[config.mk]
export PLATFORM = sky130hd
export DESIGN_NAME = phy_reset_sync
export DESIGN_NICKNAME = d
export VERILOG_FILES = /design/src/source/phy_reset_sync.sv
export VERILOG_INCLUDE_DIRS = /design/src /design/src/include
export SDC_FILE = /design/constraint.sdc
export NUM_CORES = 1
export LEC_CHECK = 0
export ABC_AREA = 0
export BUFFER_PORTS_ARGS = -buffer_cell sky130_fd_sc_hd__buf_2
export CAP_MARGIN = 20
export CORE_AREA = 5 5 42 44
export DETAILED_ROUTE_END_ITERATION = 10
export DIE_AREA = 0 0 47 49
export PLACE_DENSITY = 0.46
export SYNTH_ARGS = -nofsm -noshare
export SYNTH_HDL_FRONTEND = slang
export SYNTH_SLANG_ARGS = --single-unit
export TNS_END_PERCENT = 5
[constraint.sdc]
create_clock -name i_controller_clk -period 1.1 [get_ports i_controller_clk]
set_input_delay 0 -clock i_controller_clk [delete_from_list [all_inputs] [get_ports i_controller_clk]]
set_output_delay 0 -clock i_controller_clk [all_outputs]
set_load 0.02 [all_outputs]
[src/include/ddr3_phy_cfg.svh]
`ifndef DDR3_PHY_CFG_SVH
`define DDR3_PHY_CFG_SVH

// DDR3 command pin widths
`define PHY_ROW_BITS 14 // Row address
`define PHY_BA_BITS 3   // Bank address

// Data lanes
`define PHY_DQ_BITS 8 // DQ bits in one byte lane
`define PHY_LANES 8   // Byte lanes

// Serdes ratio between controller clock and DDR3 clock
`define PHY_SLOTS 4 // Command slots per controller cycle
`define PHY_BEATS 8 // Data beats per controller cycle, both edges

`define PHY_CTRL_CLK_PERIOD_NS 5 // Controller clock in ns

// Delay controller needs 52 ns of reset, rounded up to whole cycles
`define PHY_RST_STRETCH ((52 + `PHY_CTRL_CLK_PERIOD_NS - 1) / `PHY_CTRL_CLK_PERIOD_NS)

// Training reference per lane, bit i is beat i
`define PHY_TRAIN_PATTERN 8'b1111_0000 // Beats 4 to 7 high

`endif

[src/source/phy_reset_sync.sv]
`timescale 1ns/1ns
`default_nettype none
`include "ddr3_phy_cfg.svh"

module phy_reset_sync (
    input  wire i_controller_clk,
    input  wire i_rst_n,
    output wire o_phy_rst,  // PHY internal reset, active high
    output wire o_phy_ready // Stretched reset is over
);

    localparam int STRETCH = `PHY_RST_STRETCH;
    localparam int CNT_W = $clog2(STRETCH + 1); // Must hold STRETCH itself

    logic [CNT_W-1:0] stretch_cnt; // Cycles left before release
    logic phy_rst_q;

    // Counter is loaded while external reset is low
    // Reset output drops one edge after the counter hits zero
    always_ff @(posedge i_controller_clk or negedge i_rst_n) begin
        if (!i_rst_n) begin
            stretch_cnt <= CNT_W'(STRETCH);
            phy_rst_q <= 1'b1;
        end else begin
            if (stretch_cnt != '0) begin
                stretch_cnt <= stretch_cnt - 1'b1; // Stops at zero
            end
            phy_rst_q <= (stretch_cnt != '0);
        end
    end

    assign o_phy_rst = phy_rst_q;
    assign o_phy_ready = ~phy_rst_q; // Stands in for the delay controller ready

endmodule

`default_nettype wire

After elaboration in Yosys (flattened, before gate mapping)
Cells that the tools add are included.
Cells by class
  divide/modulo/power cells: 0
  bitwise logic cells: 1
  shift-type cells: 0
  $mul: 0
  muxes and demuxes: 0
  order comparisons: 0
  equality and inequality tests: 0
  add/subtract/negate cells: 1
  reductions and logical operators: 1
Operator list (count)
  $reduce_bool A4 Y1: 1
  $sub A4 B1 Y4 const B: 1
  $not A1 Y1: 1
Storage, ports and cells
  memory bits (read-only): 0
  input bits: 2
  memory bits (writable): 0
  latch bits: 0
  logic and storage cells: 5
  memories: 0
  flip-flop bits (word level): 5
  output and inout port bits: 2

Longest topological paths before layout
  word-level depth: 1
  depth in mapped cells: 4
  depth with buffers taken out: 4

Worst setup path after synthesis
No wires, ideal clock.
  path type: register to register
  from: reg stretch_cnt[0]
  to: reg stretch_cnt[1]
  data required time: 1.025 ns
  clock period less this slack: 1.159 ns
  setup time: 0.075 ns
  data arrival time: 1.084 ns
  cell stages (with the launch flop): 5
  path buffers: 0
  path slack: -0.059 ns
  cells stage by stage: dfstp_2 -> inv_1 -> ha_1 -> nor3b_4 -> mux2i_1
On the way
  longest elaborated chain between the ends: 1
  elaborated cells on any way between the ends: 2
  classes of those cells: add/sub (1); reduce/logical (1)
RTL lines
  start: declaration: line phy_reset_sync.sv:15  | logic [CNT_W-1:0] stretch_cnt;
  start signal: assignment: line phy_reset_sync.sv:22  | stretch_cnt <= CNT_W'(STRETCH);
  start signal: assignment: line phy_reset_sync.sv:26  | stretch_cnt <= stretch_cnt - 1'b1;
  $sub A4 B1 Y4 / $reduce_bool A4 Y1 (equally long branches): line phy_reset_sync.sv:26, phy_reset_sync.sv:25
Parallel ways exist; a longest one is shown, timed or not.
A chain may end at the register's enable or synchronous reset.

Worst setup path in the final report
  from: reg stretch_cnt[1]
  to: reg stretch_cnt[1]
Same word-level chain as after synthesis.

==> metrics.md <==
| Metric | Value |
|---|---|
| Outcome | `finished with violations` |
| Failing checks | `setup timing` |
| Global placement routability congestion | `0.759` |
| Hold Worst Slack | `103 ps` |
| M1 WL | `178 um` |
| Min Tclk post-route | `1130 ps` |
| Area Overhead vs Synth | `40.2%` |
| I/O pin cnt | `4` |
| Ranking of synthesized cells by area | `dfstp_2, dfrtp_1, ha_1` |
| WS Path Type | `reg2reg` |
| Vias in the first global route | `195` |
| Cell Chain, Critical Path | `inv_2 -> ha_4 -> nor3b_4 -> mux2i_1` |
| Post-route DRC | `0` |
| Worst-path clk slew | `50 ps` |
| Critical path launch point type | `flip-flop` |
| P per Cell Area | `1120 mW/mm2` |
| Syn Nets | `25` |
| Syn Area/Cell | `12.5 um2` |
| Core area | `0.00140 mm2` |
| Final period utilization | `103%` |
| Final Hold Vio Count | `0` |
| Worst path slowest cell | `dfstp_2` |
| Pins Over Slew Limit | `0` |
| Worst vdd ir | `0.537 mV` |
| CTS tree | `built` |
| Area of the multi-input gates | `135 um2` |
| Final nets | `36` |
| Arr. time, crit path | `1300 ps` |
| Crit path buffers/inverters | `1` |
| Die area | `0.00230 mm2` |
| Bufs on Longest Clock Path | `2` |
| Initial antenna violation count | `0` |
| Wire length on met3 | `36 um` |
| RSZ-0062 raised after global routing | `true` |
| Initial core utilization | `18.7%` |
| Leakage | `0.173 nW` |
| Max Used Layer | `met4` |
| Relative slew slack | `84.8%` |
| WL met2 | `175 um` |
| Routed length per placed instance | `8.70 um` |
| Setup ws final | `-30.6 ps` |
| Seq/Total Area, Yosys | `49.8%` |
| Area leader, netlist | `dfstp_2` |
| Share of the synthesized area in the top cell type | `40.2%` |
| Initial DRC Count | `0` |
| Flip-flop and latch area | `130 um2` |
| Worst EP required | `1270 ps` |
| Clk sinks | `5` |
| Share of cells above drive strength 1 | `64.5%` |
| CTS Root Cell | `clkbuf_4` |
| Setup Skew | `4.70 ps` |
| Vias | `172` |
| Die Y | `49 um` |
| Syn Inst Count | `21` |
| CP top delay family | `flip-flops` |
| Least-Margin Pin Slew | `227 ps` |
| Antenna cells | `0` |
| First-pass DRT Iterations | `1` |
| Port buffer count | `3` |
| Vias per cell | `3.66` |
| Placed insts | `41` |
| Grt total ovfl | `0` |
| Largest net degree at the start of global routing | `6` |
| Num CTS Buffers | `3` |
| Placement Setup Slack | `-33.6 ps` |
| Post-DRT Antenna Nets | `0` |
| CP peak stage delay | `540 ps` |
| Crit-path max FO | `3` |
| GRT Util Overall | `5.51%` |
| Final setup viols | `3` |
| Insertion delay to the later sink of the worst-skew pair | `240 ps` |
| FILL cells | `155` |
| Library cells used by synthesis | `14` |
| Synthesized flop and latch total | `5` |
| Max-cap violations | `0` |
| Wire length of the first global-routing pass | `814 um` |
| Mapped Area | `262 um2` |
| Die width | `47 um` |
| Post-DP HPWL | `309 um` |
| Critical path capture point type | `flip-flop` |
| H-tree depth | `1` |
| Hold WC Path Type | `in2async` |
| Final std cells w/o fill | `47` |
| Core Rows | `14` |
| Highest clock rate | `884 MHz` |
| Tot Pwr | `0.410 mW` |
| Synth warn | `0` |
| Routed wire length | `409 um` |
## area by class of cell
cell class | instances | share of cell area, %
Tap cell | 16 | 5.46
Timing Repair Buffer | 6 | 10.9
Multi-Input combinational cell | 12 | 36.9
Inverter | 4 | 4.10
Clock buffer | 4 | 7.17
Sequential cell | 5 | 35.5
## cells in the final DEF, fill, tap and decap left out
| master | n |
|---|---|
| dfrtp_1 | 1 |
| inv_1 | 2 |
| nand2b_1 | 1 |
| mux2_4 | 1 |
| buf_4 | 2 |
| clkbuf_4 | 3 |
| xnor2_1 | 1 |
| ha_2 | 1 |
| ha_4 | 1 |
| nor2b_1 | 1 |
| dfstp_2 | 4 |
| nor3_2 | 1 |
| buf_2 | 3 |
| mux2i_1 | 1 |
| dlygate4sd3_1 | 1 |
| o21ai_2 | 1 |
| or2b_1 | 1 |
| clkbuf_1 | 1 |
| nor3b_4 | 1 |
| nor2_1 | 1 |
| inv_2 | 2 |
## metal layers
metal	vias to the layer above	track usage [%]
li1	85	-
met1	80	6.21
met2	5	6.56
met3	2	3.32
met4	0	5.53
met5	-	0
## power breakdown
part / leakage (nW) / switching [mW] / internal (mW)
registers: 0.0552 / 0 / 0.185
clock network: 0.0150 / 0.0798 / 0.137
logic: 0.103 / 0.00392 / 0.00362
total: 0.173 / 0.0837 / 0.326
## registers in the layout, indices dropped and copies added (netlist names)
signal and flops:
o_phy_rst 1, stretch_cnt 4
## metrics by stage
stage / TNS (ps) / utilization (%) / instance area, um2
final: -73.0 / 26.2 / 367
after global routing: -287 / 26.2 / 367
after CTS: -122 / 25.9 / 363
after detailed placement: -81.5 / 22.8 / 319
after global placement: -11.0 / 22.8 / 319
after floorplan: -3.15 / - / 277
## cells by family after synthesis
logic type      count (synthesis)  share of synthesized area, %
fa+ha+maj                       2                          9.57
mux                             2                          9.57
flops                           5                          49.8
compound gates                  1                          1.91
simple gates                    6                          20.1
buf+inv                         4                          5.74
xor+xnor                        1                          3.35
## final timing paths
check | startpoint | to | slack [ps] | cells after the start
setup reg to reg | stretch_cnt[1]$_DFFE_PN1P_ | stretch_cnt[1]$_DFFE_PN1P_ | -30 | 4
hold reg to reg | stretch_cnt[2]$_DFFE_PN0P_ | o_phy_rst$_DFF_PN1_ | 590 | 2
max in group asynchronous | i_rst_n | stretch_cnt[3]$_DFFE_PN1P_ | 780 | 2
hold / removal | i_rst_n | stretch_cnt[2]$_DFFE_PN0P_ | 100 | 2
min in group i_controller_clk | stretch_cnt[2]$_DFFE_PN0P_ | o_phy_rst$_DFF_PN1_ | 590 | 2
setup / recovery | stretch_cnt[1]$_DFFE_PN1P_ | stretch_cnt[1]$_DFFE_PN1P_ | -30 | 4
## cell usage after synthesis, drive strengths merged
cell,n
dfstp,4
nand2b,1
nor3,1
ha,2
nor2,1
xnor2,1
mux2,1
o21ai,1
mux2i,1
nor3b,1
nor2b,1
dfrtp,1
inv,4
or2b,1
## repair_timing
item	CTS	global route
hold endpoints to repair	5	0
hold buffers	1	0
endpoints found under the setup margin	3	3
setup buffers	1	0
gates resized for setup	0	1
No activity file was read; power rests on OpenSTA's default activity.
