### src/include/ddr3_phy_cfg.svh
`ifndef DDR3_PHY_CFG_SVH
`define DDR3_PHY_CFG_SVH

// DDR3 command pin widths
`define PHY_ROW_BITS 14 // Row address
`define PHY_BA_BITS 3   // Bank address

// Data lanes
`define PHY_DQ_BITS 8 // DQ bits in one byte lane
`define PHY_LANES 8   // Byte lanes

// Serdes ratio between controller clock and DDR3 clock
`define PHY_SLOTS 4 // Command slots per controller cycle
`define PHY_BEATS 8 // Data beats per controller cycle, both edges

`define PHY_CTRL_CLK_PERIOD_NS 5 // Controller clock in ns

// Delay controller needs 52 ns of reset, rounded up to whole cycles
`define PHY_RST_STRETCH ((52 + `PHY_CTRL_CLK_PERIOD_NS - 1) / `PHY_CTRL_CLK_PERIOD_NS)

// Training reference per lane, bit i is beat i
`define PHY_TRAIN_PATTERN 8'b1111_0000 // Beats 4 to 7 high

`endif

### src/source/phy_lane_pkg.sv
`default_nettype none
`include "ddr3_phy_cfg.svh"

package phy_lane_pkg;

    // DQ byte of one lane in one beat
    typedef logic [`PHY_DQ_BITS-1:0] dq_beat_t;

    // Beat group of one lane, beat 0 first in time
    typedef dq_beat_t [`PHY_BEATS-1:0] dq_lane_beats_t;

    // All lanes of one controller cycle
    typedef dq_lane_beats_t [`PHY_LANES-1:0] dq_beats_t;

    // Single-bit beats of one lane
    // Used for DQS and the training reference
    typedef logic [`PHY_BEATS-1:0] strobe_beats_t;

    typedef strobe_beats_t [`PHY_LANES-1:0] strobe_lanes_t; // Per lane strobe groups

    // One bit per byte lane, e.g. bitslip pulses
    typedef logic [`PHY_LANES-1:0] lane_mask_t;

endpackage

`default_nettype wire

### src/source/lane_bitslip.sv
`timescale 1ns/1ns
`default_nettype none
`include "ddr3_phy_cfg.svh"

module lane_bitslip #(
    parameter type beat_t = phy_lane_pkg::dq_beat_t // Byte for DQ, logic for strobes
) (
    input  wire i_controller_clk,
    input  wire i_rst_n,
    input  wire i_phy_rst,
    input  wire i_slip, // One pulse slips by one beat
    input  wire beat_t [`PHY_BEATS-1:0] i_beats,
    output beat_t [`PHY_BEATS-1:0] o_beats
);

    localparam int CNT_W = $clog2(`PHY_BEATS);

    logic [CNT_W-1:0] slip_cnt; // Wraps after a full turn
    beat_t [`PHY_BEATS-1:0] rot_beats;

    // Barrel rotate, output beat i takes input beat i+count
    always_comb begin
        for (int i = 0; i < `PHY_BEATS; i++) begin
            rot_beats[i] = i_beats[(i + slip_cnt) % `PHY_BEATS];
        end
    end

    // Output uses the count from before this edge
    // A slip seen at this edge shows from the next cycle on
    always_ff @(posedge i_controller_clk or negedge i_rst_n) begin
        if (!i_rst_n) begin
            slip_cnt <= '0;
            o_beats <= '0;
        end else if (i_phy_rst) begin
            slip_cnt <= '0; // Slips ignored until ready
            o_beats <= '0;
        end else begin
            slip_cnt <= slip_cnt + CNT_W'(i_slip);
            o_beats <= rot_beats;
        end
    end

endmodule

`default_nettype wire

### src/source/phy_rx_path.sv
`timescale 1ns/1ns
`default_nettype none
`include "ddr3_phy_cfg.svh"

module phy_rx_path (
    input  wire i_controller_clk,
    input  wire i_rst_n,
    input  wire i_phy_rst,
    input  wire phy_lane_pkg::lane_mask_t i_bitslip, // Pulse per lane
    input  wire phy_lane_pkg::dq_beats_t i_rd_dq,      // Captured DQ beats
    input  wire phy_lane_pkg::strobe_lanes_t i_rd_dqs, // Captured DQS beats
    output wire phy_lane_pkg::dq_beats_t o_rd_dq,
    output wire phy_lane_pkg::strobe_lanes_t o_rd_dqs,
    output wire phy_lane_pkg::strobe_lanes_t o_train_ref // Shows the lane slip count
);

    import phy_lane_pkg::*;

    // Known pattern, slipped like the data so training can compare
    localparam strobe_beats_t TRAIN_REF = `PHY_TRAIN_PATTERN;

    // All three slippers of a lane share the same pulse and stay in step
    for (genvar lane = 0; lane < `PHY_LANES; lane++) begin : g_lane

        lane_bitslip #(
            .beat_t(dq_beat_t)
        ) u_dq_slip (
            .i_controller_clk(i_controller_clk),
            .i_rst_n(i_rst_n),
            .i_phy_rst(i_phy_rst),
            .i_slip(i_bitslip[lane]),
            .i_beats(i_rd_dq[lane]),
            .o_beats(o_rd_dq[lane])
        );

        lane_bitslip #(
            .beat_t(logic)
        ) u_dqs_slip (
            .i_controller_clk(i_controller_clk),
            .i_rst_n(i_rst_n),
            .i_phy_rst(i_phy_rst),
            .i_slip(i_bitslip[lane]),
            .i_beats(i_rd_dqs[lane]),
            .o_beats(o_rd_dqs[lane])
        );

        // Fed with the constant instead of captured beats
        lane_bitslip #(
            .beat_t(logic)
        ) u_ref_slip (
            .i_controller_clk(i_controller_clk),
            .i_rst_n(i_rst_n),
            .i_phy_rst(i_phy_rst),
            .i_slip(i_bitslip[lane]),
            .i_beats(TRAIN_REF),
            .o_beats(o_train_ref[lane])
        );
    end

endmodule

`default_nettype wire

### config.mk
export PLATFORM = sky130hd
export DESIGN_NAME = phy_rx_path
export DESIGN_NICKNAME = d
export VERILOG_FILES = /design/src/source/phy_lane_pkg.sv /design/src/source/lane_bitslip.sv /design/src/source/phy_rx_path.sv
export VERILOG_INCLUDE_DIRS = /design/src /design/src/include
export SDC_FILE = /design/constraint.sdc
export NUM_CORES = 2
export LEC_CHECK = 0
export BUFFER_PORTS_ARGS = -buffer_cell sky130_fd_sc_hd__buf_2
export CORE_AREA = 2 2 484 486
export CTS_CLUSTER_SIZE = 25
export DETAILED_ROUTE_END_ITERATION = 8
export DIE_AREA = 0 0 486 488
export PLACE_DENSITY_LB_ADDON = 0.3
export SLEW_MARGIN = 20
export SYNTH_ARGS = -nofsm -noshare
export SYNTH_HDL_FRONTEND = slang
export SYNTH_SLANG_ARGS = --single-unit
### constraint.sdc
create_clock -name i_controller_clk -period 7.5 [get_ports i_controller_clk]
set_clock_uncertainty 0.1 [all_clocks]
set_input_delay 0.75 -clock i_controller_clk [delete_from_list [all_inputs] [get_ports i_controller_clk]]
set_output_delay 0.75 -clock i_controller_clk [all_outputs]
set_load 0.02 [all_outputs]
# [Word-level counts from Yosys, hierarchy flattened]
# Memory sizes are Yosys's and may differ from the RTL's.
# Index checks and enable logic that the tools add are counted.
[word_totals] ff_bits=712 ram_bits=0 output_inout_bits=640 latch_bits=0 mem_bits_ro=512 n_memories=64 input_bits=587
[op_classes] muxes=368 shift=0 eq_ne=0 order_cmp=192 mul=0 reduce_logical=0 bitwise=0 div=0 addsub=192
[mem_list] name="(no name shown)" words=8 word_bits=1 rd=1 rd_ports_with_merged_regs=0 wr=0 line_no="lane_bitslip.sv:24" rtl="rot_beats[i] = i_beats[(i + slip_cnt) % `PHY_BEATS];"
[mem_list] name="(no name shown)" words=8 word_bits=1 rd=1 rd_ports_with_merged_regs=0 wr=0 line_no="lane_bitslip.sv:24"
[mem_list] name="(no name shown)" words=8 word_bits=1 rd=1 rd_ports_with_merged_regs=0 wr=0 line_no="lane_bitslip.sv:24"
[mem_list] name="(no name shown)" words=8 word_bits=1 rd=1 rd_ports_with_merged_regs=0 wr=0 line_no="lane_bitslip.sv:24"
[mem_list] name="(no name shown)" words=8 word_bits=1 rd=1 rd_ports_with_merged_regs=0 wr=0 line_no="lane_bitslip.sv:24"
[mem_list] name="(no name shown)" words=8 word_bits=1 rd=1 rd_ports_with_merged_regs=0 wr=0 line_no="lane_bitslip.sv:24"
[mem_list] name="58 more memories"
[ops] operator="binary-select mux 8 bit (select 3 bit)" count=64
[ops] operator="less-than comparator 3 x 4 -> 1 bit (second input constant)" count=192
[ops] operator="2-to-1 mux 8 bit" count=80
[ops] operator="2-to-1 mux 64 bit" count=8
[ops] operator="adder 3 bit (first input constant)" count=96
[ops] operator="binary-select mux 1 bit (select 3 bit)" count=64
[ops] operator="adder 2 x 3 -> 3 bit (first input constant)" count=48
[ops] operator="2-to-1 mux 1 bit" count=128
[ops] operator="adder 1 x 3 -> 3 bit (first input constant)" count=24
[ops] operator="adder 3 x 1 -> 3 bit" count=24
[ops] operator="2-to-1 mux 3 bit" count=24

# [Logic depth before layout (Yosys ltp)]
[logic_depth] ltp_word=4 ltp_mapped=10 ltp_nobuf=5

# [Modules after synthesis]
# From an unflattened synthesis, not the netlist that was laid out.
[unflattened] cells_unflattened=3656 area_unflattened_um2=45482.4
[modules_own_cells] mod="lane_bitslip (g_lane[1].u_dq_slip ...)" seq_area_each_um2=1676.6 cells_each=329 n_inst=7 area_each_um2=4142.7
[modules_own_cells] mod="lane_bitslip (g_lane[0].u_ref_slip ...)" seq_area_each_um2=275.3 cells_each=64 n_inst=15 area_each_um2=769.5
[modules_own_cells] mod="lane_bitslip (g_lane[0].u_dq_slip)" seq_area_each_um2=1676.6 cells_each=330 n_inst=1 area_each_um2=4179.0
[modules_own_cells] mod="lane_bitslip (g_lane[0].u_dqs_slip)" seq_area_each_um2=275.3 cells_each=61 n_inst=1 area_each_um2=754.5
[modules_own_cells] mod="phy_rx_path" seq_area_each_um2=0.0 cells_each=2 n_inst=1 area_each_um2=7.5

# [Worst setup path after synthesis]
# OpenSTA, ideal clock, no wires.
[synth_timing] kind="register -> register" startpoint="register g_lane[5].u_dq_slip.slip_cnt[1]" endpoint="register g_lane[5].u_dq_slip.o_beats[10] (netlist bit)" path_buffers=5 arrival_time_ns=2.433 setup_slack_ns=4.846 required_ns=7.279 path_stages_with_launch=10 setup_ns=0.121 path_cell_list="dfrtp_1 > clkbuf_1 > buf_2 > buf_2 > inv_1 > ha_1 > clkbuf_1 > clkbuf_1 > mux4_2 > a22o_1"
[synth_between] elab_chain_cells=4
[synth_lines] item="from (decl)" line_no="lane_bitslip.sv:18" rtl="logic [CNT_W-1:0] slip_cnt;"
[synth_lines] item="from (signal assigned)" line_no="lane_bitslip.sv:38" rtl="slip_cnt <= slip_cnt + CNT_W'(i_slip);"
[synth_lines] item="adder 1 x 3 -> 3 bit" line_no="lane_bitslip.sv:24"
[synth_lines] item="binary-select mux 8 bit (select 3 bit)" line_no="lane_bitslip.sv:24"
[synth_lines] item="2-to-1 mux 8 bit" line_no="lane_bitslip.sv:24"
[synth_lines] item="2-to-1 mux 64 bit" line_no="lane_bitslip.sv:34" rtl="end else if (i_phy_rst) begin"
[synth_lines] item="to (signal assigned)" line_no="lane_bitslip.sv:39" rtl="o_beats <= rot_beats;"
[synth_lines] item="to (decl)" line_no="lane_bitslip.sv:13" rtl="output beat_t [`PHY_BEATS-1:0] o_beats"
# No other way between the ends. The select of a mux whose other input is x is not followed.

# [Worst setup path after layout]
[layout_timing] startpoint="register g_lane[0].u_dq_slip.slip_cnt[0]" endpoint="register g_lane[0].u_dq_slip.o_beats[61] (netlist bit)"
[layout_between] elab_chain_cells=4
[layout_lines] item="from (decl)" line_no="lane_bitslip.sv:18"
[layout_lines] item="from (signal assigned)" line_no="lane_bitslip.sv:38"
[layout_lines] item="adder 3 bit" line_no="lane_bitslip.sv:24"
[layout_lines] item="binary-select mux 8 bit (select 3 bit)" line_no="lane_bitslip.sv:24"
[layout_lines] item="2-to-1 mux 8 bit" line_no="lane_bitslip.sv:24"
[layout_lines] item="2-to-1 mux 64 bit" line_no="lane_bitslip.sv:34"
[layout_lines] item="to (signal assigned)" line_no="lane_bitslip.sv:39"
[layout_lines] item="to (decl)" line_no="lane_bitslip.sv:13"
# No other way between the ends. The select of a mux whose other input is x is not followed.

==> flow_summary_export.csv <==
group,metric,value,unit
job,drv_cap,0,
yosys,avgSynthCellArea,14.59,sq um
critical_path,crit_arrival,3.60,ns
yosys,synth-seq-cells,712,
power,power_frac_seq,33.9,%
die,coreArea,0.2319,sq mm
grt,antenna_found_initial,121,
sta,fmax,321.8,MHz
yosys,ys_seq_area_share,41.56,%
worst_hold_path,hold_class,"in -> reg",
critical_path,slowest_stage,"ha_1",
clocking,cts_root_buf,"clkbuf_16",
clocking,clockBufferDepth,3,
routing,firstDrtPassIters,5,
routing,top_layer,"met5",
clocking,clock_sinks,712,
sta,slew_headroom,23.07,%
routing,via_per_inst,4.681,
grt,grt.overflow.total,0,
routing,wl_met3,21.84,mm
cells_and_area,drive_above_1_share,53.07,%
yosys,ys_warn_count,0,
grt,grtUsageTotal,15.89,%
clocking,cts.clk_slew.worst_paths,0.06,ns
grt,grt_pass1_wl,269.6,mm
cells_and_area,final_nets,4689,
power,powerDensity,249.0,mW/mm^2
placement,portBuffers,1226,
die,die_x,486,microns
outcome,status,"finished clean",
yosys,synth_cell_types,28,
routing,totalWireLength,195.9,mm
routing,wl_per_cell,27.17,microns
cells_and_area,final_core_util,23.85,%
routing,post-route-drc-count,0,
die,die_h,488,microns
power,power_frac_comb,29.0,%
clocking,clock_latency,0.73,ns
die,start_util,18.49,%
yosys,postSynthCellCount,2938,
critical_path,slowest_delay,0.74,ns
die,die-area,0.2372,sq mm
grt,grt_start_max_net_pins,161,
yosys,syn_nets,3605,
yosys,muxShareOfSynthArea,34.95,%
sta,rsz0062_at_grt,"false",
routing,first_iter_violations,2214,
yosys,yosys.area_share.simple,3.429,%
power,sw_frac_of_total,33.88,%
yosys,syn_area,0.04287,sq mm
clocking,cts_max_level,3,
routing,met2_wirelength,89.10,mm
critical_path,critPathLaunchType,"flop",
die,ios,1227,
sta,hold_viol,0,
sta,fin_crit_sh,41.43,%
sta,fin_crit,3.107,ns
sta,final-setup-viol-count,0,
power,p_leak,24.01,nW
routing,postRouteAntennaNets,0,
cells_and_area,area_delta_synth_final,28.99,%
clocking,cts_buffers,97,
yosys,yosysTopAreaCellShare,41.56,%
cells_and_area,fillers,24523,
routing,via_count,33761,
critical_path,critical_path_class,"reg -> reg",
power,netSwitchingPower,4.666,mW
sta,tightest_slew,1.154,ns
routing,met1_length,74.97,mm
yosys,synth-adder-area-share,2.335,%
critical_path,end_kind,"flop",
clocking,cts-resized-gates,0,
placement,dp_hpwl,157.2,mm
yosys,synth-compound-area-share,11.25,%
power,ir_drop,180.5,uV
critical_path,cp_common_cell,"buf_4",
sta,fin_hold_ws,0.3379,ns
clocking,cts_tree,"done",
yosys,ys_top_cells_by_area,"dfrtp_1, mux4_2, a22o_1, mux2_2, mux2i_1",
cells_and_area,final_cell_mix,"buf_2, dfrtp_1, mux4_2",
critical_path,critPathMaxFanout,53,
power,pwr-share-clk,37.1,%
clocking,hold_buffers,1,
yosys,synth_top_cell_by_area,"dfrtp_1",
critical_path,path_cells,"buf_4 > inv_1 > ha_1 > buf_4 > mux4_2 > a22o_1",
die,num_rows,177,
critical_path,worstPathRequired,7.99,ns
yosys,synth_top_family_by_area,"multiplexers",
clocking,post-cts-setup-buffers,0,
placement,place_congestion,0.9365,
sta,setup_tns,0,ns
grt,grt_pass1_vias,33938,
sta,finalMaxSlewViolations,0,
power,internal-power,9.104,mW
yosys,synthXorXnorAreaFrac,1.859,%
power,power,13.77,mW
cells_and_area,layout_commonest_cell,"buf_2",
## state kept, by name (all words and copies together), names as in the netlist
signal	cells
g_lane.u_dqs_slip.slip_cnt	24
g_lane.u_dq_slip.o_beats	512
g_lane.u_dqs_slip.o_beats	64
g_lane.u_ref_slip.slip_cnt	24
g_lane.u_dq_slip.slip_cnt	24
g_lane.u_ref_slip.o_beats	64
## final timing paths
| path | start | end | slack, ns | cells past startpoint |
|---|---|---|---|---|
| worst min-delay path | i_phy_rst | g_lane[1].u_dqs_slip.slip_cnt[2] | 0.34 | 2 |
| worst max-delay path | g_lane[0].u_dq_slip.slip_cnt[0] | g_lane[0].u_dq_slip.o_beats[61] | 4.39 | 6 |
| min in group asynchronous | i_rst_n | g_lane[4].u_dq_slip.o_beats[19] | 0.49 | 2 |
| max in group asynchronous | i_rst_n | g_lane[0].u_dq_slip.slip_cnt[2] | 4.83 | 4 |
| worst max register to register | g_lane[0].u_dq_slip.slip_cnt[0] | g_lane[0].u_dq_slip.o_beats[61] | 4.39 | 6 |
| worst min register to register | g_lane[7].u_ref_slip.slip_cnt[2] | g_lane[7].u_ref_slip.o_beats[4] | 0.50 | 1 |
## per-stage QoR
stage	std cells	cell area [sq um]	setup slack [ns]
detailed placement	6965	51590	4.347
floorplan	2938	42870	4.846
global placement	6965	51570	4.191
finish	7212	55300	4.393
global route	7200	55270	4.148
CTS	7147	55120	4.306
## Yosys cell counts, drive strengths merged
library cell and n:
mux2i 174, o31ai 8, dfrtp 712, a22o 474, a311oi 6, xnor2 71, mux2 184, o22ai 80
ha 80, or2 5, xor2 20, buf 249, nand2 16, mux4 496, nor2b 129, nor4b 6
nand2b 5, nor2 124, inv 32, and2b 3, a311o 6, clkbuf 58
## metal layers
layer	vias to the layer above	GRT usage, %
met2	1764	24.55
met3	375	6.805
met4	58	7.648
met5	-	0
met1	17575	18.92
li1	13989	-
## final cells by class
cell class	count	area (sq um)	area share [%]
Sequential cell	712	17850	32.29
Inverter	32	120.1	0.2172
Timing Repair Buffer	1292	6711	12.14
Multi-Input combinational cell	1887	23120	41.81
Clock buffer	127	2773	5.014
Tap cell	3043	3807	6.885
Clock inverter	54	748.2	1.353
Antenna cell	65	162.7	0.2941
## power by group through the flow
stage / Combinational, mW / Clock, mW / Sequential (mW)
after global placement: 3.98 / 0 / 4.75
after CTS: 4.02 / 5.29 / 4.68
after global routing: 4.26 / 5.43 / 4.72
final: 3.99 / 5.11 / 4.67
after detailed placement: 4.01 / 0 / 4.74
after floorplan: 2.00 / 0 / 5.13
## cell families after synthesis
| logic type | after synthesis |
|---|---|
| buffers and inverters | 339 |
| adders and majority gates | 80 |
| and+or+nand+nor | 288 |
| DFF | 712 |
| xor gates and xnor gates | 91 |
| muxes | 854 |
| AOI/OAI and AO/OA | 574 |
## critical path: cells and delay by family, from the launching register on
kind | cells | cell delay, ns
compound gates | 1 | 0.25
mux | 1 | 0.36
fa+ha+maj | 1 | 0.74
flops | 1 | 0.34
buf+inv | 3 | 1.17
Power figures use the tool's default switching activity.
