**src/include/ddr3_phy_cfg.svh**
```systemverilog
`ifndef DDR3_PHY_CFG_SVH
`define DDR3_PHY_CFG_SVH

// DDR3 command pin widths
`define PHY_ROW_BITS 14 // Row address
`define PHY_BA_BITS 3   // Bank address

// Data lanes
`define PHY_DQ_BITS 8 // DQ bits in one byte lane
`define PHY_LANES 8   // Byte lanes

// Serdes ratio between controller clock and DDR3 clock
`define PHY_SLOTS 4 // Command slots per controller cycle
`define PHY_BEATS 8 // Data beats per controller cycle, both edges

`define PHY_CTRL_CLK_PERIOD_NS 5 // Controller clock in ns

// Delay controller needs 52 ns of reset, rounded up to whole cycles
`define PHY_RST_STRETCH ((52 + `PHY_CTRL_CLK_PERIOD_NS - 1) / `PHY_CTRL_CLK_PERIOD_NS)

// Training reference per lane, bit i is beat i
`define PHY_TRAIN_PATTERN 8'b1111_0000 // Beats 4 to 7 high

`endif

```
**src/source/ddr3_cmd_pkg.sv**
```systemverilog
`default_nettype none
`include "ddr3_phy_cfg.svh"

package ddr3_cmd_pkg;

    // One command slot as it goes out on the DDR3 pins
    // Field order follows the bit order of the controller command word
    typedef struct packed {
        logic cs_n;  // Chip select
        logic ras_n; // RAS#
        logic cas_n; // CAS#
        logic we_n;  // WE#
        logic odt;   // On-die termination
        logic cke;   // Clock enable
        logic reset_n; // Memory reset, low while PHY is idle
        logic [`PHY_BA_BITS-1:0] bank;
        logic [`PHY_ROW_BITS-1:0] address; // Row or column address
    } ddr3_cmd_t;

    // All slots of one controller cycle
    // Slot 0 sits in the low bits and is first on the pins
    typedef ddr3_cmd_t [`PHY_SLOTS-1:0] ddr3_cmd_slots_t;

endpackage

`default_nettype wire

```
**src/source/phy_lane_pkg.sv**
```systemverilog
`default_nettype none
`include "ddr3_phy_cfg.svh"

package phy_lane_pkg;

    // DQ byte of one lane in one beat
    typedef logic [`PHY_DQ_BITS-1:0] dq_beat_t;

    // Beat group of one lane, beat 0 first in time
    typedef dq_beat_t [`PHY_BEATS-1:0] dq_lane_beats_t;

    // All lanes of one controller cycle
    typedef dq_lane_beats_t [`PHY_LANES-1:0] dq_beats_t;

    // Single-bit beats of one lane
    // Used for DQS and the training reference
    typedef logic [`PHY_BEATS-1:0] strobe_beats_t;

    typedef strobe_beats_t [`PHY_LANES-1:0] strobe_lanes_t; // Per lane strobe groups

    // One bit per byte lane, e.g. bitslip pulses
    typedef logic [`PHY_LANES-1:0] lane_mask_t;

endpackage

`default_nettype wire

```
**src/source/phy_tx_path.sv**
```systemverilog
`timescale 1ns/1ns
`default_nettype none
`include "ddr3_phy_cfg.svh"

module phy_tx_path (
    input  wire i_controller_clk,
    input  wire i_rst_n,
    input  wire i_phy_rst, // Forces idle pins
    input  wire ddr3_cmd_pkg::ddr3_cmd_slots_t i_cmd_slots,
    input  wire phy_lane_pkg::dq_beats_t i_wr_data,
    input  wire i_dq_oe,
    input  wire i_dqs_oe,
    input  wire i_toggle_dqs, // DQS toggles for the whole cycle while high
    output wire ddr3_cmd_pkg::ddr3_cmd_slots_t o_cmd_slots,
    output wire phy_lane_pkg::dq_beats_t o_wr_dq,
    output wire phy_lane_pkg::strobe_lanes_t o_wr_dqs,
    output wire o_dq_oe,
    output wire o_dqs_oe
);

    import ddr3_cmd_pkg::*;
    import phy_lane_pkg::*;

    // Everything that leaves toward the pins in one controller cycle
    typedef struct packed {
        ddr3_cmd_slots_t cmd_slots;
        dq_beats_t wr_dq;
        strobe_lanes_t wr_dqs;
        logic dq_oe;
        logic dqs_oe;
    } tx_pins_t;

    // DQS starts high on beat 0 and alternates
    localparam strobe_beats_t DQS_TOGGLE = {(`PHY_BEATS/2){2'b01}};

    tx_pins_t tx_d;
    tx_pins_t tx_q; // Output register stage

    // All-zero idle keeps cke and reset_n low on the memory
    always_comb begin
        tx_d = '0;
        if (!i_phy_rst) begin
            tx_d.cmd_slots = i_cmd_slots;
            tx_d.wr_dq = i_wr_data;
            tx_d.dq_oe = i_dq_oe;
            tx_d.dqs_oe = i_dqs_oe;
            for (int lane = 0; lane < `PHY_LANES; lane++) begin
                tx_d.wr_dqs[lane] = i_toggle_dqs ? DQS_TOGGLE : '0; // Same pattern every lane
            end
        end
    end

    // Pins go idle at once on external reset
    always_ff @(posedge i_controller_clk or negedge i_rst_n) begin
        if (!i_rst_n) begin
            tx_q <= '0;
        end else begin
            tx_q <= tx_d;
        end
    end

    assign o_cmd_slots = tx_q.cmd_slots;
    assign o_wr_dq = tx_q.wr_dq;
    assign o_wr_dqs = tx_q.wr_dqs;
    assign o_dq_oe = tx_q.dq_oe;   // High drives DQ
    assign o_dqs_oe = tx_q.dqs_oe; // High drives DQS

endmodule

`default_nettype wire

```
**config.mk**
```make
export PLATFORM = sky130hd
export DESIGN_NAME = phy_tx_path
export DESIGN_NICKNAME = d
export VERILOG_FILES = /design/src/source/ddr3_cmd_pkg.sv /design/src/source/phy_lane_pkg.sv /design/src/source/phy_tx_path.sv
export VERILOG_INCLUDE_DIRS = /design/src /design/src/include
export SDC_FILE = /design/constraint.sdc
export NUM_CORES = 1
export LEC_CHECK = 0
export ABC_AREA = 1
export BUFFER_PORTS_ARGS = -buffer_cell sky130_fd_sc_hd__buf_2
export CORE_AREA = 4 4 498 500
export CTS_CLUSTER_DIAMETER = 200
export DETAILED_ROUTE_END_ITERATION = 7
export DIE_AREA = 0 0 502 504
export MAX_ROUTING_LAYER = met4
export PLACE_DENSITY = 0.3
export SYNTH_ARGS = -nofsm -noshare
export SYNTH_HDL_FRONTEND = slang
export SYNTH_SLANG_ARGS = --single-unit
```
**constraint.sdc**
```tcl
create_clock -name i_controller_clk -period 1.27 [get_ports i_controller_clk]
set_input_delay 0.127 -clock i_controller_clk [delete_from_list [all_inputs] [get_ports i_controller_clk]]
set_output_delay 0.127 -clock i_controller_clk [all_outputs]
set_load 0.01 [all_outputs]
```
**Word-level counts from Yosys, hierarchy flattened**

Cells that the tools add are included.

- Output and inout port bits: 674
- Register bits after elaboration: 674

- Mux-type cells: 2

Operator list:

| kind | number |
|---|---|
| $mux W674 | 1 |
| $mux W7 | 1 |

**Depth between registers and ports, before layout**

Gate-level depths: netlist of run 1.

- Depth after elaboration: 2
- Gate-level depth with buffers: 4
- Depth with buffers taken out: 2

**Worst setup path after synthesis of run 1**

OpenSTA, ideal clock, no wires.

- Path kind: register to output
- From: reg, netlist name o_wr_dqs[4]
- To: out o_wr_dqs[10] in the netlist's numbering
- Path buffers: 1
- Data required time: 1143 ps
- Arrival: 1053 ps
- Cell stages (with the launch flop): 2
- Setup slack: 90 ps
- Cell sequence: dfrtp_1 buf_4

RTL lines:

| item | RTL line | source |
|---|---|---|
| to (decl) | phy_tx_path.sv:16 | `output wire phy_lane_pkg::strobe_lanes_t o_wr_dqs,` |

==> results of run 1 <==
## worst max-delay path: stages, from the launching register on
cell	delay [ns]
dfrtp_1	0.41
buf_12	0.17
buf_2	0.14
## per-stage QoR
stage | total power [mW] | instance area (sq um) | TNS [ns]
after floorplan | 23.0 | 21300 | 0
final | 52.6 | 44100 | -41.05
after CTS | 53.9 | 43600 | -120.83
after global routing | 55.4 | 44000 | -110.00
after detailed placement | 27.0 | 31400 | 0
after global placement | 27.1 | 31400 | 0
## layout make-up
type	count	share of cell area
diodes	18	0.00102
clock buffers	119	0.0529
clock inverters	22	0.00741
inverters	611	0.0521
multi-input cells	643	0.0548
flip-flops and latches	611	0.348
well taps	3202	0.0909
repair buffers	2083	0.393
## metal layers
layer | wire length, um | global-route usage | part of all wire | vias to the layer above
met5 | 0 | - | 0 | -
met4 | 3380 | 0.0287 | 0.024 | 0
met3 | 19700 | 0.0636 | 0.14 | 146
met2 | 60200 | 0.165 | 0.42 | 971
met1 | 59100 | 0.130 | 0.42 | 9614
li1 | - | - | - | 9359
## cells by family (layout without fill, tap and decap cells)
family / count (synthesis) / in the layout / synth area share
buffers and inverters: 742 / 2835 / 0.169
AND/OR/NAND/NOR: 611 / 611 / 0.108
flip-flops: 611 / 611 / 0.722
other: 1 / 50 / 0.000177
## placed cells by master, fill, tap and decap left out, types with 22 or more instances in the layout
master | netlist | routed
buf_12 | 0 | 24
buf_2 | 2 | 826
buf_4 | 63 | 80
buf_6 | 39 | 427
clkbuf_1 | 0 | 22
clkbuf_16 | 0 | 81
conb_1 | 1 | 32
dfrtp_1 | 611 | 573
dfrtp_2 | 0 | 38
dlygate4sd3_1 | 0 | 724
inv_1 | 611 | 611
nor2_1 | 611 | 611
## power groups by stage
stage          sequential [mW]  clock, mW  combinational [mW]
4_1_cts                   21.2       24.3                8.39
2_1_floorplan             21.6          0                1.39
3_5_place_dp              21.3          0                5.72
6_report                  21.1       23.2                8.25
3_3_place_gp              21.3          0                5.74
5_1_grt                   21.2       25.1                9.05
## cell usage after synthesis, drive strengths merged
cell / count
dfrtp: 611
inv: 611
nor2: 611
buf: 104
clkbuf: 27
conb: 1
## sequential cells by signal, summed over array words and instances (netlist names)
name         count
o_cmd_slots     96
o_dq_oe          1
o_dqs_oe         1
o_wr_dq        512
o_wr_dqs         1
## worst min path at each step
stage / depth (start not counted) / to / start / slack (ns)
global route: 3 / o_wr_dq[364] / i_phy_rst / 0.05
floorplan: 0 / o_cmd_slots[0] / i_rst_n / -0.17
detailed placement: 1 / o_wr_dq[110] / i_rst_n / 0.02
CTS: 3 / o_wr_dq[364] / i_phy_rst / 0.001
global placement: 1 / o_cmd_slots[72] / i_rst_n / 0.02
finish: 3 / o_cmd_slots[66] / i_phy_rst / 0.09
## what timing repair did
action | 4_1_cts | 5_1_grt
hold buffers | 724 | 0
endpoints found under the setup margin | 642 | 642
hold endpoints to repair | 1222 | 0
gates resized for setup | 645 | 67
gates cloned | 0 | 0
==> results.sh, run 1 <==
export IMPL_io_pins=1288
export IMPL_power_density_nw_per_um2=1190
export IMPL_drive_gt1_frac=0.371
export IMPL_critPathRequiredTime_ns=1.14
export IMPL_antenna_found_initial=33
export IMPL_crit_arrival_ns=1.40
export IMPL_maxSlewViolCount=0
export IMPL_die_w_um=502
export IMPL_worstSetupEndpoint="o_wr_dqs[22]"
export IMPL_synth_avg_cell_area_sq_um=10.8
export IMPL_drt_iter0_markers=858
export IMPL_core_sq_um=243000
export IMPL_cts_max_path_buffers=3
export IMPL_p_sw_mw=14.1
export IMPL_finalHoldViolCount=0
export IMPL_via_per_inst=2.75
export IMPL_synth_top_cells_by_area="dfrtp_1, inv_1, nor2_1, buf_4, buf_6"
export IMPL_via_count=20090
export IMPL_start_util=0.0871
export IMPL_dpl_worst_slack_ns=0.110
export IMPL_share_seq_of_total_power=0.402
export IMPL_dpl_hpwl_um=120000
export IMPL_synthCells=1965
export IMPL_synth_area_leader_cell="dfrtp_1"
export IMPL_dp_cells=6426
export IMPL_wl_um=142000
export IMPL_fmax_ghz=0.655
export IMPL_p_comb_frac=0.157
export IMPL_min_path_type="input pin to flop"
export IMPL_crit_type="flop to output pin"
export IMPL_regArea_sq_um=15300
export IMPL_grt_pass1_vias=22827
export IMPL_setup_ws_ns=-0.258
export IMPL_setup_viol=633
export IMPL_min_period_ns=1.53
export IMPL_rsz0062_at_grt="true"
export IMPL_dieArea_sq_um=253000
export IMPL_n_fill_cell=27219
export IMPL_synth_cell_types=8
export IMPL_area_growth_pct=108
export IMPL_cts_tree="done"
export IMPL_root_buffer="clkbuf_16"
export IMPL_nets=4643
export IMPL_gp_congestion=0.847
export IMPL_ys_warn_count=0
export IMPL_drcViolationCount=0
export IMPL_grt_max_degree=58
export IMPL_numCtsBuffers=79
export IMPL_violations="setup timing"
export IMPL_critical_path_startpoint="o_wr_dqs[4]"
export IMPL_path_max_fanout=32
export IMPL_whs_ns=0.0909
export IMPL_p_sw_frac=0.268
export IMPL_multi_input_area_sq_um=2410
export IMPL_power_internal_mw=38.5
export IMPL_postCtsSetupBuffers=0
export IMPL_p_leak_nw=23.5
export IMPL_clk_pin_slew_ns=0.06
export IMPL_outcome="finished, violations left"
export IMPL_grt_pass1_wl_um=190000
export IMPL_cts_sinks=611
export IMPL_drtPass1Iterations=5
export IMPL_die_height_um=504
export IMPL_grt_overflow_total=0
export IMPL_fin_crit_sh=1.20
export IMPL_synth_seq_cells=611
export IMPL_row_count=181
export IMPL_finalCoreUtilization=0.181
export IMPL_portBuffers=1255
export IMPL_fin_cells=7309
export IMPL_synth_top_cell_area_share=0.722
export IMPL_ys_seq_area_frac=0.722
export IMPL_peakVddDrop_mv=0.956
export IMPL_maxCapViolations=0
export IMPL_routedWlPerCell_um=19.5
export IMPL_netlist_area_sq_um=21200
export IMPL_htreeDepth=3
export IMPL_clkPwrFrac=0.441
export IMPL_end_kind="output pin"
export IMPL_startpoint_type="flop"
export IMPL_grt_usage=0.112
export IMPL_antenna_left=0
(Power assumes the default switching activity.)
==> inputs of run 2 (changes only) <==
--- a/config.mk
+++ b/config.mk
@@ -8,12 +8,13 @@
 export LEC_CHECK = 0
 export ABC_AREA = 1
 export BUFFER_PORTS_ARGS = -buffer_cell sky130_fd_sc_hd__buf_2
-export CORE_AREA = 4 4 498 500
+export CORE_AREA = 3 3 497 499
 export CTS_CLUSTER_DIAMETER = 200
 export DETAILED_ROUTE_END_ITERATION = 7
-export DIE_AREA = 0 0 502 504
+export DIE_AREA = 0 0 500 502
 export MAX_ROUTING_LAYER = met4
 export PLACE_DENSITY = 0.3
+export SLEW_MARGIN = 10
 export SYNTH_ARGS = -nofsm -noshare
 export SYNTH_HDL_FRONTEND = slang
 export SYNTH_SLANG_ARGS = --single-unit
==> results.sh, run 2 (same netlist as run 1, synthesis figures left out) <==
export IMPL_drive_gt1_frac=0.369
export IMPL_critPathRequiredTime_ns=1.14
export IMPL_cts_sinks=611
export IMPL_hp_start="i_phy_rst"
export IMPL_drtPass1Iterations=4
export IMPL_fin_cells=7383
export IMPL_final_cell_mix="buf_2, dlygate4sd3_1, inv_1, nor2_1, dfrtp_1"
export IMPL_routedWlPerCell_um=20.0
export IMPL_end_kind="output pin"
export IMPL_die_w_um=500
export IMPL_dieArea_sq_um=251000
export IMPL_path_max_fanout=15
export IMPL_finalHoldViolCount=0
export IMPL_slowest_stage="dfrtp_2"
export IMPL_grt_pass1_vias=23105
export IMPL_drt_iter0_markers=806
export IMPL_row_count=181
export IMPL_power_density_nw_per_um2=1190
export IMPL_slowest_delay_ns=0.45
export IMPL_dpl_hpwl_um=124000
export IMPL_area_growth_pct=111
export IMPL_die_height_um=502
export IMPL_start_util=0.0871
export IMPL_setup_viol=642
export IMPL_p_leak_nw=23.8
export IMPL_min_period_ns=1.54
export IMPL_drcViolationCount=0
export IMPL_n_fill_cell=27121
export IMPL_grt_max_degree=61
export IMPL_crit_type="flop to output pin"
export IMPL_portBuffers=1255
export IMPL_grt_pass1_wl_um=194000
export IMPL_min_to="o_wr_dq[25]"
export IMPL_grt_overflow_total=0
export IMPL_cts_tree="done"
export IMPL_largest_reg_flops=512
export IMPL_antenna_found_initial=57
export IMPL_maxCapViolations=0
export IMPL_fin_crit_sh=1.22
export IMPL_antenna_left=0
export IMPL_fmax_ghz=0.647
export IMPL_dp_cells=6417
export IMPL_via_count=20358
export IMPL_outcome="finished, violations left"
export IMPL_min_path_type="input pin to flop"
export IMPL_grt_usage=0.117
export IMPL_setup_ws_ns=-0.275
export IMPL_startpoint_type="flop"
export IMPL_maxSlewViolCount=0
export IMPL_clk_pin_slew_ns=0.06
export IMPL_tns_ns=-40.65
export IMPL_peakVddDrop_mv=0.858
export IMPL_numCtsBuffers=81
export IMPL_crit_arrival_ns=1.42
export IMPL_whs_ns=0.0597
export IMPL_cp_top_family="flip-flops"
export IMPL_core_sq_um=243000
export IMPL_rsz0062_at_grt="true"
export IMPL_wl_um=148000
export IMPL_htreeDepth=3
export IMPL_io_pins=1288
export IMPL_nets=4699
export IMPL_via_per_inst=2.76
export IMPL_root_buffer="clkbuf_16"
export IMPL_crit_chain="buf_6 -> buf_2"
export IMPL_cts_max_path_buffers=3
export IMPL_path_buf_inv=2
export IMPL_hold_path_depth=3
export IMPL_gp_congestion=0.831
export IMPL_layout_commonest_cell="buf_2"
export IMPL_violations="setup timing"
==> run 2: cell count changes in the layout (fill, tap and decap cells not counted), moves of 3 or more <==
cell	change
dlygate4sd3_1	+62
buf_4	-14
dfrtp_1	-14
dfrtp_2	+14
diode_2	+13
clkinvlp_4	+6
buf_2	+5
buf_12	+3
buf_6	-3
==> run 2: stage by stage <==
stage	cell area (sq um)	total power, mW	worst slack, ns	util
final	44700	53.1	-0.275	0.184
after global routing	44700	56.0	-0.396	0.184
after CTS	44400	54.6	-0.398	0.183
after detailed placement	31400	27.1	0.157	0.129
after global placement	31400	27.1	0.154	0.129
after floorplan	21300	23.0	0.0898	-
==> run 2: where the power goes <==
part / total (mW) / switching, mW / internal [mW]
clock: 23.5 / 9.71 / 13.8
combinational: 8.48 / 4.07 / 4.41
sequential: 21.1 / 0.636 / 20.5
total: 53.1 / 14.4 / 38.7
==> run 2: how the worst max path moves through the flow <==
| stage | startpoint | to | slack, ns | cells after the start |
|---|---|---|---|---|
| after floorplan | o_wr_dqs[4] | o_wr_dqs[10] | 0.09 | 1 |
| after global placement | i_phy_rst | o_wr_dq[97] | 0.15 | 4 |
| after detailed placement | i_phy_rst | o_wr_dq[97] | 0.16 | 4 |
| after CTS | o_wr_dqs[4] | o_wr_dqs[32] | -0.40 | 2 |
| after global routing | o_wr_dqs[4] | o_wr_dqs[26] | -0.40 | 2 |
| final | o_wr_dqs[4] | o_wr_dqs[2] | -0.27 | 2 |
==> run 2: cell type report <==
cell class / instances / area [sq um] / share of cell area
Timing Repair Buffer: 2137 / 17900 / 0.400
Sequential cell: 611 / 15400 / 0.343
Tap cell: 3202 / 4010 / 0.0896
Multi-Input combinational cell: 643 / 2410 / 0.0540
Clock buffer: 116 / 2320 / 0.0519
Inverter: 611 / 2290 / 0.0513
Clock inverter: 32 / 377 / 0.00842
Antenna cell: 31 / 77.6 / 0.00173
==> run 2: timing repair <==
item,CTS,global route
setup buffers,0,0
endpoints found under the setup margin,642,642
hold endpoints to repair,1222,0
pin swaps,0,0
gates resized for setup,698,49
hold buffers,786,0
gates cloned,1,0
==> run 2: layer usage <==
metal	track usage	vias to the layer above	share of wire
met3	0.0747	185	0.14
met1	0.131	9673	0.40
met5	-	-	0
met4	0.0270	0	0.024
li1	-	9508	-
met2	0.174	992	0.43
==> run 2: worst min-delay path, stage by stage <==
cell and delay, ns:
buf_8 0.18, buf_12 0.22, nor2_1 0.11
==> inputs of run 3 (changes only) <==
==> constraint.sdc (replaced) <==
create_clock -name i_controller_clk -period 1.6 [get_ports i_controller_clk]
set_input_delay 0.16 -clock i_controller_clk [delete_from_list [all_inputs] [get_ports i_controller_clk]]
set_output_delay 0.16 -clock i_controller_clk [all_outputs]
set_load 0.01 [all_outputs]
==> results.sh, run 3 (same netlist as run 1, synthesis figures left out) <==
export IMPL_min_path_type="input pin to flop"
export IMPL_grt_max_degree=79
export IMPL_area_growth_pct=91.3
export IMPL_dpl_cell_area_sq_um=31100
export IMPL_startpoint_type="flop"
export IMPL_start_util=0.0871
export IMPL_grt_overflow_total=0
export IMPL_slowest_stage="dfrtp_1"
export IMPL_htreeDepth=3
export IMPL_cts_max_path_buffers=3
export IMPL_setup_viol=0
export IMPL_wl_um=146000
export IMPL_fin_area_sq_um=40500
export IMPL_finalCoreUtilization=0.167
export IMPL_drt_iter0_markers=702
export IMPL_outcome="finished clean"
export IMPL_maxSlewViolCount=0
export IMPL_largest_reg_flops=512
export IMPL_maxCapViolations=0
export IMPL_crit_arrival_ns=1.41
export IMPL_crit_chain="buf_2"
export IMPL_power_density_nw_per_um2=996
export IMPL_min_period_ns=1.57
export IMPL_io_pins=1288
export IMPL_finalHoldViolCount=0
export IMPL_routedWlPerCell_um=20.2
export IMPL_critPathRequiredTime_ns=1.44
export IMPL_rsz0062_at_grt="true"
export IMPL_fin_crit_sh=0.981
export IMPL_row_count=181
export IMPL_gp_congestion=0.872
export IMPL_p_leak_nw=22.5
export IMPL_die_height_um=502
export IMPL_antenna_left=0
export IMPL_end_kind="output pin"
export IMPL_peakVddDrop_mv=0.653
export IMPL_via_per_inst=2.75
export IMPL_cp_top_family="flip-flops"
export IMPL_grt_pass1_vias=22573
export IMPL_final_cell_mix="buf_2, dlygate4sd3_1, inv_1, nor2_1, dfrtp_1"
export IMPL_cts_tree="done"
export IMPL_cts_sinks=611
export IMPL_nets=4555
export IMPL_grt_pass1_wl_um=192000
export IMPL_grt_usage=0.116
export IMPL_via_count=19915
export IMPL_root_buffer="clkbuf_16"
export IMPL_fmax_ghz=0.637
export IMPL_postCtsSetupBuffers=0
export IMPL_die_w_um=500
export IMPL_dieArea_sq_um=251000
export IMPL_path_max_fanout=1
export IMPL_dpl_hpwl_um=124000
export IMPL_slowest_delay_ns=0.53
export IMPL_path_buf_inv=1
export IMPL_max_slew_margin=0.654
export IMPL_clk_pin_slew_ns=0.05
export IMPL_crit_type="flop to output pin"
export IMPL_antenna_found_initial=60
export IMPL_portBuffers=1255
export IMPL_drtPass1Iterations=5
export IMPL_drcViolationCount=0
export IMPL_layout_commonest_cell="buf_2"
export IMPL_worst_pin_slew_ns=0.517
export IMPL_numCtsBuffers=78
export IMPL_core_sq_um=243000
export IMPL_drive_gt1_frac=0.369
## run 3: cell count changes in the layout (fill, tap and decap cells not counted), sizes merged
cell,before,now
buf,1351,1332
inv,616,614
dlygate4sd3,786,664
clkbuf,116,113
clkinv,12,13
clkinvlp,10,2
## run 3: repair_timing
item | in CTS | in global routing
hold endpoints to repair | 1222 | 0
hold buffers | 664 | 0
endpoints found under the setup margin | 65 | 32
resized for setup | 43 | 0
pin swaps | 0 | 0
## run 3: final timing paths
check / startpoint / to / slack [ns] / cells after the start
min: i_phy_rst / o_cmd_slots[12] / 0.06 / 2
max: o_wr_dq[50] / o_wr_dq[50] / 0.03 / 1
max in group asynchronous: i_rst_n / o_wr_dq[59] / 0.40 / 3
min in group asynchronous: i_rst_n / o_wr_dq[64] / 0.27 / 3
## run 3: layer usage
metal | part of all wire | vias to the layer above | GRT usage
li1 | - | 9196 | -
met1 | 0.40 | 9484 | 0.128
met2 | 0.42 | 1032 | 0.165
met3 | 0.15 | 203 | 0.0758
met4 | 0.038 | 0 | 0.0434
met5 | 0 | - | -
## run 3: power breakdown
part	internal [mW]	switching (mW)	total [mW]	leakage, nW
Clock	10.6	7.22	17.9	1.25
Combinational	2.64	3.22	5.86	13.4
Sequential	16.2	0.383	16.6	7.84
## run 3: per-stage QoR
step	std cells	setup TNS (ns)	total power [mW]	hold WS, ns	setup slack, ns
6_report	7230	0	40.3	0.0562	0.0299
5_1_grt	7228	-2.68	42.5	0.0321	-0.0940
4_1_cts	7199	-2.07	41.4	0.000788	-0.0683
3_5_place_dp	6399	0	21.4	0.0877	0.271
3_3_place_gp	6399	0	21.5	0.0903	0.282
2_1_floorplan	1996	0	18.3	-0.136	0.387
## run 3: cell type report
cell class	count	area, sq um
fillers	27569	202000
flip-flops and latches	611	15300
repair buffers	1996	13900
well taps	3202	4010
multi-input cells	643	2410
inverters	611	2290
clock buffers	113	2280
clock inverters	23	272
diodes	31	77.6
